`src/include/cdb_settings.svh`:
```
`ifndef CDB_SETTINGS_SVH
`define CDB_SETTINGS_SVH

// data and pc width
`define CDB_XLEN 32

// physical register index width
`define CDB_PRF_LEN 6

// reorder buffer index width
`define CDB_ROB_LEN 5

// per-source result queue depths
`define CDB_ALU_QUEUE_DEPTH 4
`define CDB_MUL_QUEUE_DEPTH 4
`define CDB_BR_QUEUE_DEPTH 4

`endif

```
`src/cdb_pkg.sv`:
```
`include "cdb_settings.svh"

package cdb_pkg;

    // 75-bit common write-back payload
    typedef struct packed {
        logic [`CDB_XLEN-1:0]    value;
        logic [`CDB_PRF_LEN-1:0] prf_idx;
        logic [`CDB_ROB_LEN-1:0] rob_idx;
        logic [`CDB_XLEN-1:0]    pc;
    } wb_result_t;

    // 113-bit branch unit payload
    typedef struct packed {
        wb_result_t           wb;
        // resolved outcome
        logic                 direction;
        logic [`CDB_XLEN-1:0] target_pc;
        logic                 mis_pred;
        // branch kind
        logic                 cond_branch;
        logic                 uncond_branch;
        // what the predictors said at fetch
        logic                 local_pred;
        logic                 global_pred;
    } br_result_t;

    // source owning the bus or SRC_NONE when idle
    typedef enum logic [1:0] {
        SRC_NONE = 2'd0,
        SRC_ALU  = 2'd1,
        SRC_MUL  = 2'd2,
        SRC_BR   = 2'd3
    } cdb_source_e;

endpackage

```
`src/cdb_result_queue.sv`:
```
`timescale 1ns/10ps

module cdb_result_queue #(
    parameter type PAYLOAD_T = logic [31:0],
    parameter int  DEPTH     = 4
) (
    input  logic     clock,
    input  logic     arst_n,
    input  logic     flush,
    // write-back side
    input  logic     valid,
    input  PAYLOAD_T data,
    output logic     ready,
    // arbitration side
    input  logic     pop,
    output logic     avail,
    output PAYLOAD_T head
);

    localparam int PTR_W = (DEPTH > 1) ? $clog2(DEPTH) : 1;
    localparam int CNT_W = $clog2(DEPTH + 1);

    PAYLOAD_T         mem [DEPTH];
    logic [PTR_W-1:0] rd_ptr;
    logic [PTR_W-1:0] wr_ptr;
    logic [CNT_W-1:0] count;

    logic empty;
    logic push;
    logic store;
    logic drain;

    function automatic logic [PTR_W-1:0] next_ptr(input logic [PTR_W-1:0] ptr);
        return (ptr == PTR_W'(DEPTH - 1)) ? '0 : ptr + 1'b1;
    endfunction

    assign empty = (count == '0);

    // space left without look-ahead on pop
    assign ready = (count < CNT_W'(DEPTH));

    // a request exists if something is stored or arriving now
    assign avail = ~empty | valid;

    // empty queue shows the incoming result so it can bypass storage
    assign head = empty ? data : mem[rd_ptr];

    // inputs of a flush cycle are dropped
    assign push = valid & ready & ~flush;

    // a bypassed result is never written
    assign store = push & ~(empty & pop);
    assign drain = pop & ~empty;

    always_ff @(posedge clock or negedge arst_n) begin
        if (!arst_n) begin
            rd_ptr <= '0;
            wr_ptr <= '0;
            count  <= '0;
        end else if (flush) begin
            rd_ptr <= '0;
            wr_ptr <= '0;
            count  <= '0;
        end else begin
            if (store) begin
                wr_ptr <= next_ptr(wr_ptr);
            end
            if (drain) begin
                rd_ptr <= next_ptr(rd_ptr);
            end
            count <= count + CNT_W'(store) - CNT_W'(drain);
        end
    end

    // storage array
    always_ff @(posedge clock) begin
        if (store) begin
            mem[wr_ptr] <= data;
        end
    end

endmodule

```
`src/cdb_control.sv`:
```
`timescale 1ns/10ps

module cdb_control (
    input  logic                clock,
    input  logic                arst_n,
    input  logic                commit_mis_pred,
    // requests from the queues
    input  logic                alu_avail,
    input  logic                mul_avail,
    input  logic                br_avail,
    // queue advance is one-hot at most
    output logic                alu_pop,
    output logic                mul_pop,
    output logic                br_pop,
    output logic                flush,
    output cdb_pkg::cdb_source_e grant
);

    logic mis_pred_q;

    // previous commit_mis_pred for edge detect
    always_ff @(posedge clock or negedge arst_n) begin
        if (!arst_n) begin
            mis_pred_q <= 1'b0;
        end else begin
            mis_pred_q <= commit_mis_pred;
        end
    end

    // single-cycle flush on the first cycle of a commit misprediction
    assign flush = commit_mis_pred & ~mis_pred_q;

    // fixed priority of alu over mul over branch
    always_comb begin
        grant = cdb_pkg::SRC_NONE;
        if (!commit_mis_pred) begin
            if (alu_avail) begin
                grant = cdb_pkg::SRC_ALU;
            end else if (mul_avail) begin
                grant = cdb_pkg::SRC_MUL;
            end else if (br_avail) begin
                grant = cdb_pkg::SRC_BR;
            end
        end
    end

    // winner's queue moves on
    assign alu_pop = (grant == cdb_pkg::SRC_ALU);
    assign mul_pop = (grant == cdb_pkg::SRC_MUL);
    assign br_pop  = (grant == cdb_pkg::SRC_BR);

endmodule

```
`src/cdb_broadcast_reg.sv`:
```
`timescale 1ns/10ps
`include "cdb_settings.svh"

module cdb_broadcast_reg (
    input  logic                        clock,
    input  logic                        arst_n,
    input  logic                        flush,
    input  cdb_pkg::cdb_source_e        grant,
    // queue heads
    input  cdb_pkg::wb_result_t         alu_head,
    input  cdb_pkg::wb_result_t         mul_head,
    input  cdb_pkg::br_result_t         br_head,
    // common data bus
    output logic                        cdb_valid,
    output logic [`CDB_XLEN-1:0]        cdb_value,
    output logic [`CDB_PRF_LEN-1:0]     cdb_prf_idx,
    output logic [`CDB_ROB_LEN-1:0]     cdb_rob_idx,
    output logic [`CDB_XLEN-1:0]        cdb_pc,
    output cdb_pkg::cdb_source_e        cdb_source,
    // branch outcome
    output logic                        cdb_br_direction,
    output logic [`CDB_XLEN-1:0]        cdb_br_target_pc,
    output logic                        cdb_mis_pred,
    output logic                        cdb_local_pred,
    output logic                        cdb_global_pred
);

    cdb_pkg::wb_result_t sel_wb;
    logic                sel_br;

    assign sel_br = (grant == cdb_pkg::SRC_BR);

    // pick the granted payload
    always_comb begin
        case (grant)
            cdb_pkg::SRC_ALU: sel_wb = alu_head;
            cdb_pkg::SRC_MUL: sel_wb = mul_head;
            cdb_pkg::SRC_BR:  sel_wb = br_head.wb;
            default:          sel_wb = '0;
        endcase
    end

    // bus control fields
    always_ff @(posedge clock or negedge arst_n) begin
        if (!arst_n) begin
            cdb_valid    <= 1'b0;
            cdb_source   <= cdb_pkg::SRC_NONE;
            cdb_mis_pred <= 1'b0;
        end else if (flush) begin
            cdb_valid    <= 1'b0;
            cdb_source   <= cdb_pkg::SRC_NONE;
            cdb_mis_pred <= 1'b0;
        end else begin
            cdb_valid    <= (grant != cdb_pkg::SRC_NONE);
            cdb_source   <= grant;
            // only a branch broadcast may signal a misprediction
            cdb_mis_pred <= sel_br & br_head.mis_pred;
        end
    end

    // payload holds while idle
    always_ff @(posedge clock) begin
        if (!flush && grant != cdb_pkg::SRC_NONE) begin
            cdb_value   <= sel_wb.value;
            cdb_prf_idx <= sel_wb.prf_idx;
            cdb_rob_idx <= sel_wb.rob_idx;
            cdb_pc      <= sel_wb.pc;
        end
    end

    // branch fields only change on branch broadcasts
    always_ff @(posedge clock) begin
        if (!flush && sel_br) begin
            cdb_br_direction <= br_head.direction;
            cdb_br_target_pc <= br_head.target_pc;
            cdb_local_pred   <= br_head.local_pred;
            cdb_global_pred  <= br_head.global_pred;
        end
    end

endmodule

```
`src/cdb_top.sv`:
```
`timescale 1ns/10ps
`include "cdb_settings.svh"

module cdb_top (
    input  logic                        clock,
    input  logic                        arst_n,
    input  logic                        commit_mis_pred,
    // alu write-back
    input  logic                        alu_valid,
    input  logic [`CDB_XLEN-1:0]        alu_value,
    input  logic [`CDB_PRF_LEN-1:0]     alu_prf_idx,
    input  logic [`CDB_ROB_LEN-1:0]     alu_rob_idx,
    input  logic [`CDB_XLEN-1:0]        alu_pc,
    output logic                        alu_ready,
    // multiplier write-back
    input  logic                        mul_valid,
    input  logic [`CDB_XLEN-1:0]        mul_value,
    input  logic [`CDB_PRF_LEN-1:0]     mul_prf_idx,
    input  logic [`CDB_ROB_LEN-1:0]     mul_rob_idx,
    input  logic [`CDB_XLEN-1:0]        mul_pc,
    output logic                        mul_ready,
    // branch unit write-back
    input  logic                        br_valid,
    input  logic [`CDB_XLEN-1:0]        br_value,
    input  logic [`CDB_PRF_LEN-1:0]     br_prf_idx,
    input  logic [`CDB_ROB_LEN-1:0]     br_rob_idx,
    input  logic [`CDB_XLEN-1:0]        br_pc,
    input  logic                        br_direction,
    input  logic [`CDB_XLEN-1:0]        br_target_pc,
    input  logic                        br_mis_pred,
    input  logic                        br_cond_branch,
    input  logic                        br_uncond_branch,
    input  logic                        br_local_pred,
    input  logic                        br_global_pred,
    output logic                        br_ready,
    // common data bus
    output logic                        cdb_valid,
    output logic [`CDB_XLEN-1:0]        cdb_value,
    output logic [`CDB_PRF_LEN-1:0]     cdb_prf_idx,
    output logic [`CDB_ROB_LEN-1:0]     cdb_rob_idx,
    output logic [`CDB_XLEN-1:0]        cdb_pc,
    output cdb_pkg::cdb_source_e        cdb_source,
    output logic                        cdb_br_direction,
    output logic [`CDB_XLEN-1:0]        cdb_br_target_pc,
    output logic                        cdb_mis_pred,
    output logic                        cdb_local_pred,
    output logic                        cdb_global_pred
);

    cdb_pkg::wb_result_t  alu_data;
    cdb_pkg::wb_result_t  mul_data;
    cdb_pkg::br_result_t  br_data;
    cdb_pkg::wb_result_t  alu_head;
    cdb_pkg::wb_result_t  mul_head;
    cdb_pkg::br_result_t  br_head;
    cdb_pkg::cdb_source_e grant;

    logic alu_avail;
    logic mul_avail;
    logic br_avail;
    logic alu_pop;
    logic mul_pop;
    logic br_pop;
    logic flush;

    // pack unit fields into queue payloads
    assign alu_data = '{value: alu_value, prf_idx: alu_prf_idx,
                        rob_idx: alu_rob_idx, pc: alu_pc};
    assign mul_data = '{value: mul_value, prf_idx: mul_prf_idx,
                        rob_idx: mul_rob_idx, pc: mul_pc};

    assign br_data.wb            = '{value: br_value, prf_idx: br_prf_idx,
                                     rob_idx: br_rob_idx, pc: br_pc};
    assign br_data.direction     = br_direction;
    assign br_data.target_pc     = br_target_pc;
    assign br_data.mis_pred      = br_mis_pred;
    assign br_data.cond_branch   = br_cond_branch;
    assign br_data.uncond_branch = br_uncond_branch;
    assign br_data.local_pred    = br_local_pred;
    assign br_data.global_pred   = br_global_pred;

    cdb_result_queue #(
        .PAYLOAD_T (cdb_pkg::wb_result_t),
        .DEPTH     (`CDB_ALU_QUEUE_DEPTH)
    ) alu_queue_i (
        .clock  (clock),
        .arst_n (arst_n),
        .flush  (flush),
        .valid  (alu_valid),
        .data   (alu_data),
        .ready  (alu_ready),
        .pop    (alu_pop),
        .avail  (alu_avail),
        .head   (alu_head)
    );

    cdb_result_queue #(
        .PAYLOAD_T (cdb_pkg::wb_result_t),
        .DEPTH     (`CDB_MUL_QUEUE_DEPTH)
    ) mul_queue_i (
        .clock  (clock),
        .arst_n (arst_n),
        .flush  (flush),
        .valid  (mul_valid),
        .data   (mul_data),
        .ready  (mul_ready),
        .pop    (mul_pop),
        .avail  (mul_avail),
        .head   (mul_head)
    );

    cdb_result_queue #(
        .PAYLOAD_T (cdb_pkg::br_result_t),
        .DEPTH     (`CDB_BR_QUEUE_DEPTH)
    ) br_queue_i (
        .clock  (clock),
        .arst_n (arst_n),
        .flush  (flush),
        .valid  (br_valid),
        .data   (br_data),
        .ready  (br_ready),
        .pop    (br_pop),
        .avail  (br_avail),
        .head   (br_head)
    );

    cdb_control control_i (
        .clock           (clock),
        .arst_n          (arst_n),
        .commit_mis_pred (commit_mis_pred),
        .alu_avail       (alu_avail),
        .mul_avail       (mul_avail),
        .br_avail        (br_avail),
        .alu_pop         (alu_pop),
        .mul_pop         (mul_pop),
        .br_pop          (br_pop),
        .flush           (flush),
        .grant           (grant)
    );

    cdb_broadcast_reg bcast_i (
        .clock            (clock),
        .arst_n           (arst_n),
        .flush            (flush),
        .grant            (grant),
        .alu_head         (alu_head),
        .mul_head         (mul_head),
        .br_head          (br_head),
        .cdb_valid        (cdb_valid),
        .cdb_value        (cdb_value),
        .cdb_prf_idx      (cdb_prf_idx),
        .cdb_rob_idx      (cdb_rob_idx),
        .cdb_pc           (cdb_pc),
        .cdb_source       (cdb_source),
        .cdb_br_direction (cdb_br_direction),
        .cdb_br_target_pc (cdb_br_target_pc),
        .cdb_mis_pred     (cdb_mis_pred),
        .cdb_local_pred   (cdb_local_pred),
        .cdb_global_pred  (cdb_global_pred)
    );

endmodule

```
`config.mk`:
```
export PLATFORM = sky130hd
export DESIGN_NAME = cdb_top
export DESIGN_NICKNAME = d
export VERILOG_FILES = /design/src/cdb_pkg.sv /design/src/cdb_result_queue.sv /design/src/cdb_control.sv /design/src/cdb_broadcast_reg.sv /design/src/cdb_top.sv
export VERILOG_INCLUDE_DIRS = /design/src /design/src/include
export SDC_FILE = /design/constraint.sdc
export NUM_CORES = 1
export LEC_CHECK = 0
export BUFFER_PORTS_ARGS = -buffer_cell sky130_fd_sc_hd__buf_2
export CAP_MARGIN = 20
export CORE_ASPECT_RATIO = 0.9
export CORE_MARGIN = 2
export CORE_UTILIZATION = 23
export CTS_CLUSTER_SIZE = 14
export DETAILED_ROUTE_END_ITERATION = 7
export PLACE_DENSITY = 0.37
export REMOVE_ABC_BUFFERS = 1
export SYNTH_ARGS = -nofsm -noshare
export SYNTH_HDL_FRONTEND = slang
export SYNTH_SLANG_ARGS = --single-unit
export TNS_END_PERCENT = 5
```
`constraint.sdc`:
```
create_clock -name clock -period 4.18 [get_ports clock]
set_input_delay 0.418 -clock clock [delete_from_list [all_inputs] [get_ports clock]]
set_output_delay 0.418 -clock clock [all_outputs]
set_load 0.005 [all_outputs]
```
==> results.cfg <==
[outcome]
status = finished, final reports clean

[worst_setup_path]
cp_max_fo = 44
cp_data_arrival_time_ps = 4110
endpoint_kind = flop
crit_path_start_kind = flop
cp_data_required_time_ps = 4770
worstSetupPathType = flop to flop

[sta]
period_share_pct = 84.2
maxSlewHeadroom_pct = 30.0
worstMarginPinSlew_ps = 1050
rsz0062_at_grt = false
fin_worst_skew_ps = 35.3
hold_viol_final = 0
max_clock_freq_ghz = 0.284
layout_min_cycle_time_ps = 3520
slew_viol_final = 0
worst_slack_ps = 659
holdWs_ps = 236
setup_viol = 0

[placed_design]
dp_hpwl_mm = 84.5
postPlaceCellArea_um2 = 50900
routabilityCongestion = 0.707
port_buffers = 383
place_ws_ps = 475
placedCellCount = 4990

[power]
power.density_nw_per_um2 = 600
cellLeakagePower_nw = 18.8
vdd_drop_max_mv = 0.402

[clock_network]
clk_latency_ps = 790
htreeDepth = 4
cts_tree = built
cts.sinks = 1180
root_buffer = clkbuf_16
post_cts_resized = 0
clkSlewWorstSetupHoldPaths_ps = 60
numCtsBuffers = 142
clock_path_buffers = 3
post_cts_buffers = 0

[layout]
design_area_um2 = 58100
synthToLayoutAreaGrowth_pct = 28.0
finalNetCount = 3118
stdcell_count = 5517
drive_gt1_share_pct = 31.9
final_core_util_pct = 29.7

[yosys]
ys_seq_area_share_pct = 77.8
synth_edf_count = 1154
syn_area_um2 = 45400
postSynthAreaPerCell_um2 = 21.5
ys.flop_type = edfxtp_1
async_reset_ff_share_pct = 2.20
netlist_top_cells_count = edfxtp_1 (1,154), mux4_2 (261), a22oi_1 (225)
yosysMostFrequentCell = edfxtp_1
synth_top_area_share_pct = 76.4
synth_cells = 2108
synth.largest_area_cell = edfxtp_1
synth_area_leaders = edfxtp_1 (76%), mux4_2 (13%), a22oi_1 (3.7%), dfrtp_1 (1.4%), o211ai_1 (1.2%)
synth-seq-cells = 1180
yosysWarnings = 0
synth_cell_types = 38

[route]
drt_first_pass_iters = 5
wl_mm = 148
detail_route.drc_violations = 0
wire_per_inst_um = 26.9
vias_per_cell = 4.47
vias = 24670
drt_iter0_drc = 1691
antenna_left = 0

[global_route]
grt_max_degree = 78
grt_pass1_vias = 27026
grt_pass1_wl_mm = 208
gr-total-overflow = 0
antenna_found_initial = 24
globalRouteTotalUtil_pct = 14.7

[floorplanning]
die_w_um = 472
core_um2 = 196000
start_util_pct = 23.2
num_rows = 154
die_y_um = 425
boundaryPins = 386
dieArea_um2 = 201000

[run]
maxCapViolations = 0

[hold_path]
worst_hold_path_type = input port to asynchronous set/reset pin
-- final timing paths --
check | startpoint | endpoint | slack, ps | cells after the start
setup / recovery | alu_queue_i.count[1]$_DFF_PN0_ | bcast_i.cdb_value[9]$_DFFE_PP_ | 660 | 6
hold / removal | arst_n | bcast_i.cdb_valid$_DFF_PN0_ | 240 | 2
setup reg to reg | alu_queue_i.count[1]$_DFF_PN0_ | bcast_i.cdb_value[9]$_DFFE_PP_ | 660 | 6
hold reg to reg | alu_queue_i.wr_ptr[1]$_DFFE_PN0P_ | alu_queue_i.wr_ptr[1]$_DFFE_PN0P_ | 620 | 2
max in group asynchronous | arst_n | mul_queue_i.rd_ptr[0]$_DFFE_PN0P_ | 3410 | 2
min in group clock | mul_valid | bcast_i.cdb_source[1]$_DFF_PN0_ | 310 | 3
-- cell usage in the layout (no fill, tap or decap), types with 7 or more instances in the layout --
cell           Yosys  layout
edfxtp_1        1154    1154
buf_2             27     382
dlygate4sd3_1      0     265
mux4_2           261     261
a22oi_1          225     225
clkbuf_16          0     148
nand2_1          109     109
o211ai_1          75      75
buf_12             0      33
clkinv_1           0      25
clkbuf_1          87      25
nor2_1            25      24
buf_4              3      24
clkinv_2           0      23
ha_1              21      21
dfrtp_1           26      20
inv_1             18      18
and2_4             0      13
clkinvlp_4         0       9
bufinv_16          0       8
inv_6              0       7
-- critical path, cell delays in order (launching register included) --
cell      delay, ps
dfrtp_1         440
or4_1           690
nor3_4          240
buf_4           650
buf_4           900
a22oi_1         160
o211ai_1        160
-- cell families (layout without fill, tap and decap cells) --
group / Yosys count / in the layout / share of synthesized area, %
simple gates: 171 / 171 / 1.70
buf+inv: 149 / 979 / 1.38
xor+xnor: 6 / 6 / 0.116
fa+ha+maj: 24 / 24 / 0.712
compound gates: 307 / 307 / 5.07
mux: 271 / 271 / 13.2
flops: 1180 / 1180 / 77.8
other cells: 0 / 5 / 0
-- layer usage --
metal | vias up | track usage (%) | part of all wire [%]
li1 | 10411 | - | -
met1 | 13324 | 19.4 | 44
met2 | 698 | 24.5 | 49
met3 | 209 | 3.36 | 5.4
met4 | 28 | 3.45 | 1.8
met5 | - | 0 | 0.13
-- final cells by class --
type / instances / area, µm²
inverters: 18 / 67.6
clock buffers: 173 / 3800
fillers: 19315 / 138000
diodes: 5 / 12.5
multi-input cells: 779 / 9490
well taps: 2574 / 3220
flip-flops and latches: 1180 / 35300
repair buffers: 704 / 5410
clock inverters: 84 / 754
-- timing repair --
item / 4_1_cts / 5_1_grt
setup endpoints to repair: 0 / 0
hold buffers: 265 / 0
hold endpoints to repair: 1165 / 0
-- per-stage QoR --
| stage | power [W] | TNS, ps |
|---|---|---|
| final | 0.0349 | 0 |
| after global routing | 0.0365 | 0 |
| after CTS | 0.0357 | 0 |
| after detailed placement | 0.0231 | 0 |
| after global placement | 0.0229 | 0 |
| after floorplan | 0.0197 | -758970 |
-- where the power goes --
part / internal (W) / switching, W / leakage, nW
clock network: 0.00701 / 0.00509 / 2.21
registers: 0.0149 / 0.000527 / 10.9
logic: 0.00288 / 0.00444 / 5.67
total: 0.0248 / 0.0100 / 18.8
-- registers in the layout, indices dropped and copies added, names as in the netlist, 3 cells and up --
signal / cells
br_queue_i.mem: 444
bcast_i.cdb_value: 32
bcast_i.cdb_prf_idx: 6
alu_queue_i.count: 3
bcast_i.cdb_br_target_pc: 32
mul_queue_i.mem: 300
br_queue_i.count: 3
bcast_i.cdb_rob_idx: 5
bcast_i.cdb_pc: 32
alu_queue_i.mem: 300
mul_queue_i.count: 3
Note: power is estimated with default switching activity, not from simulation.
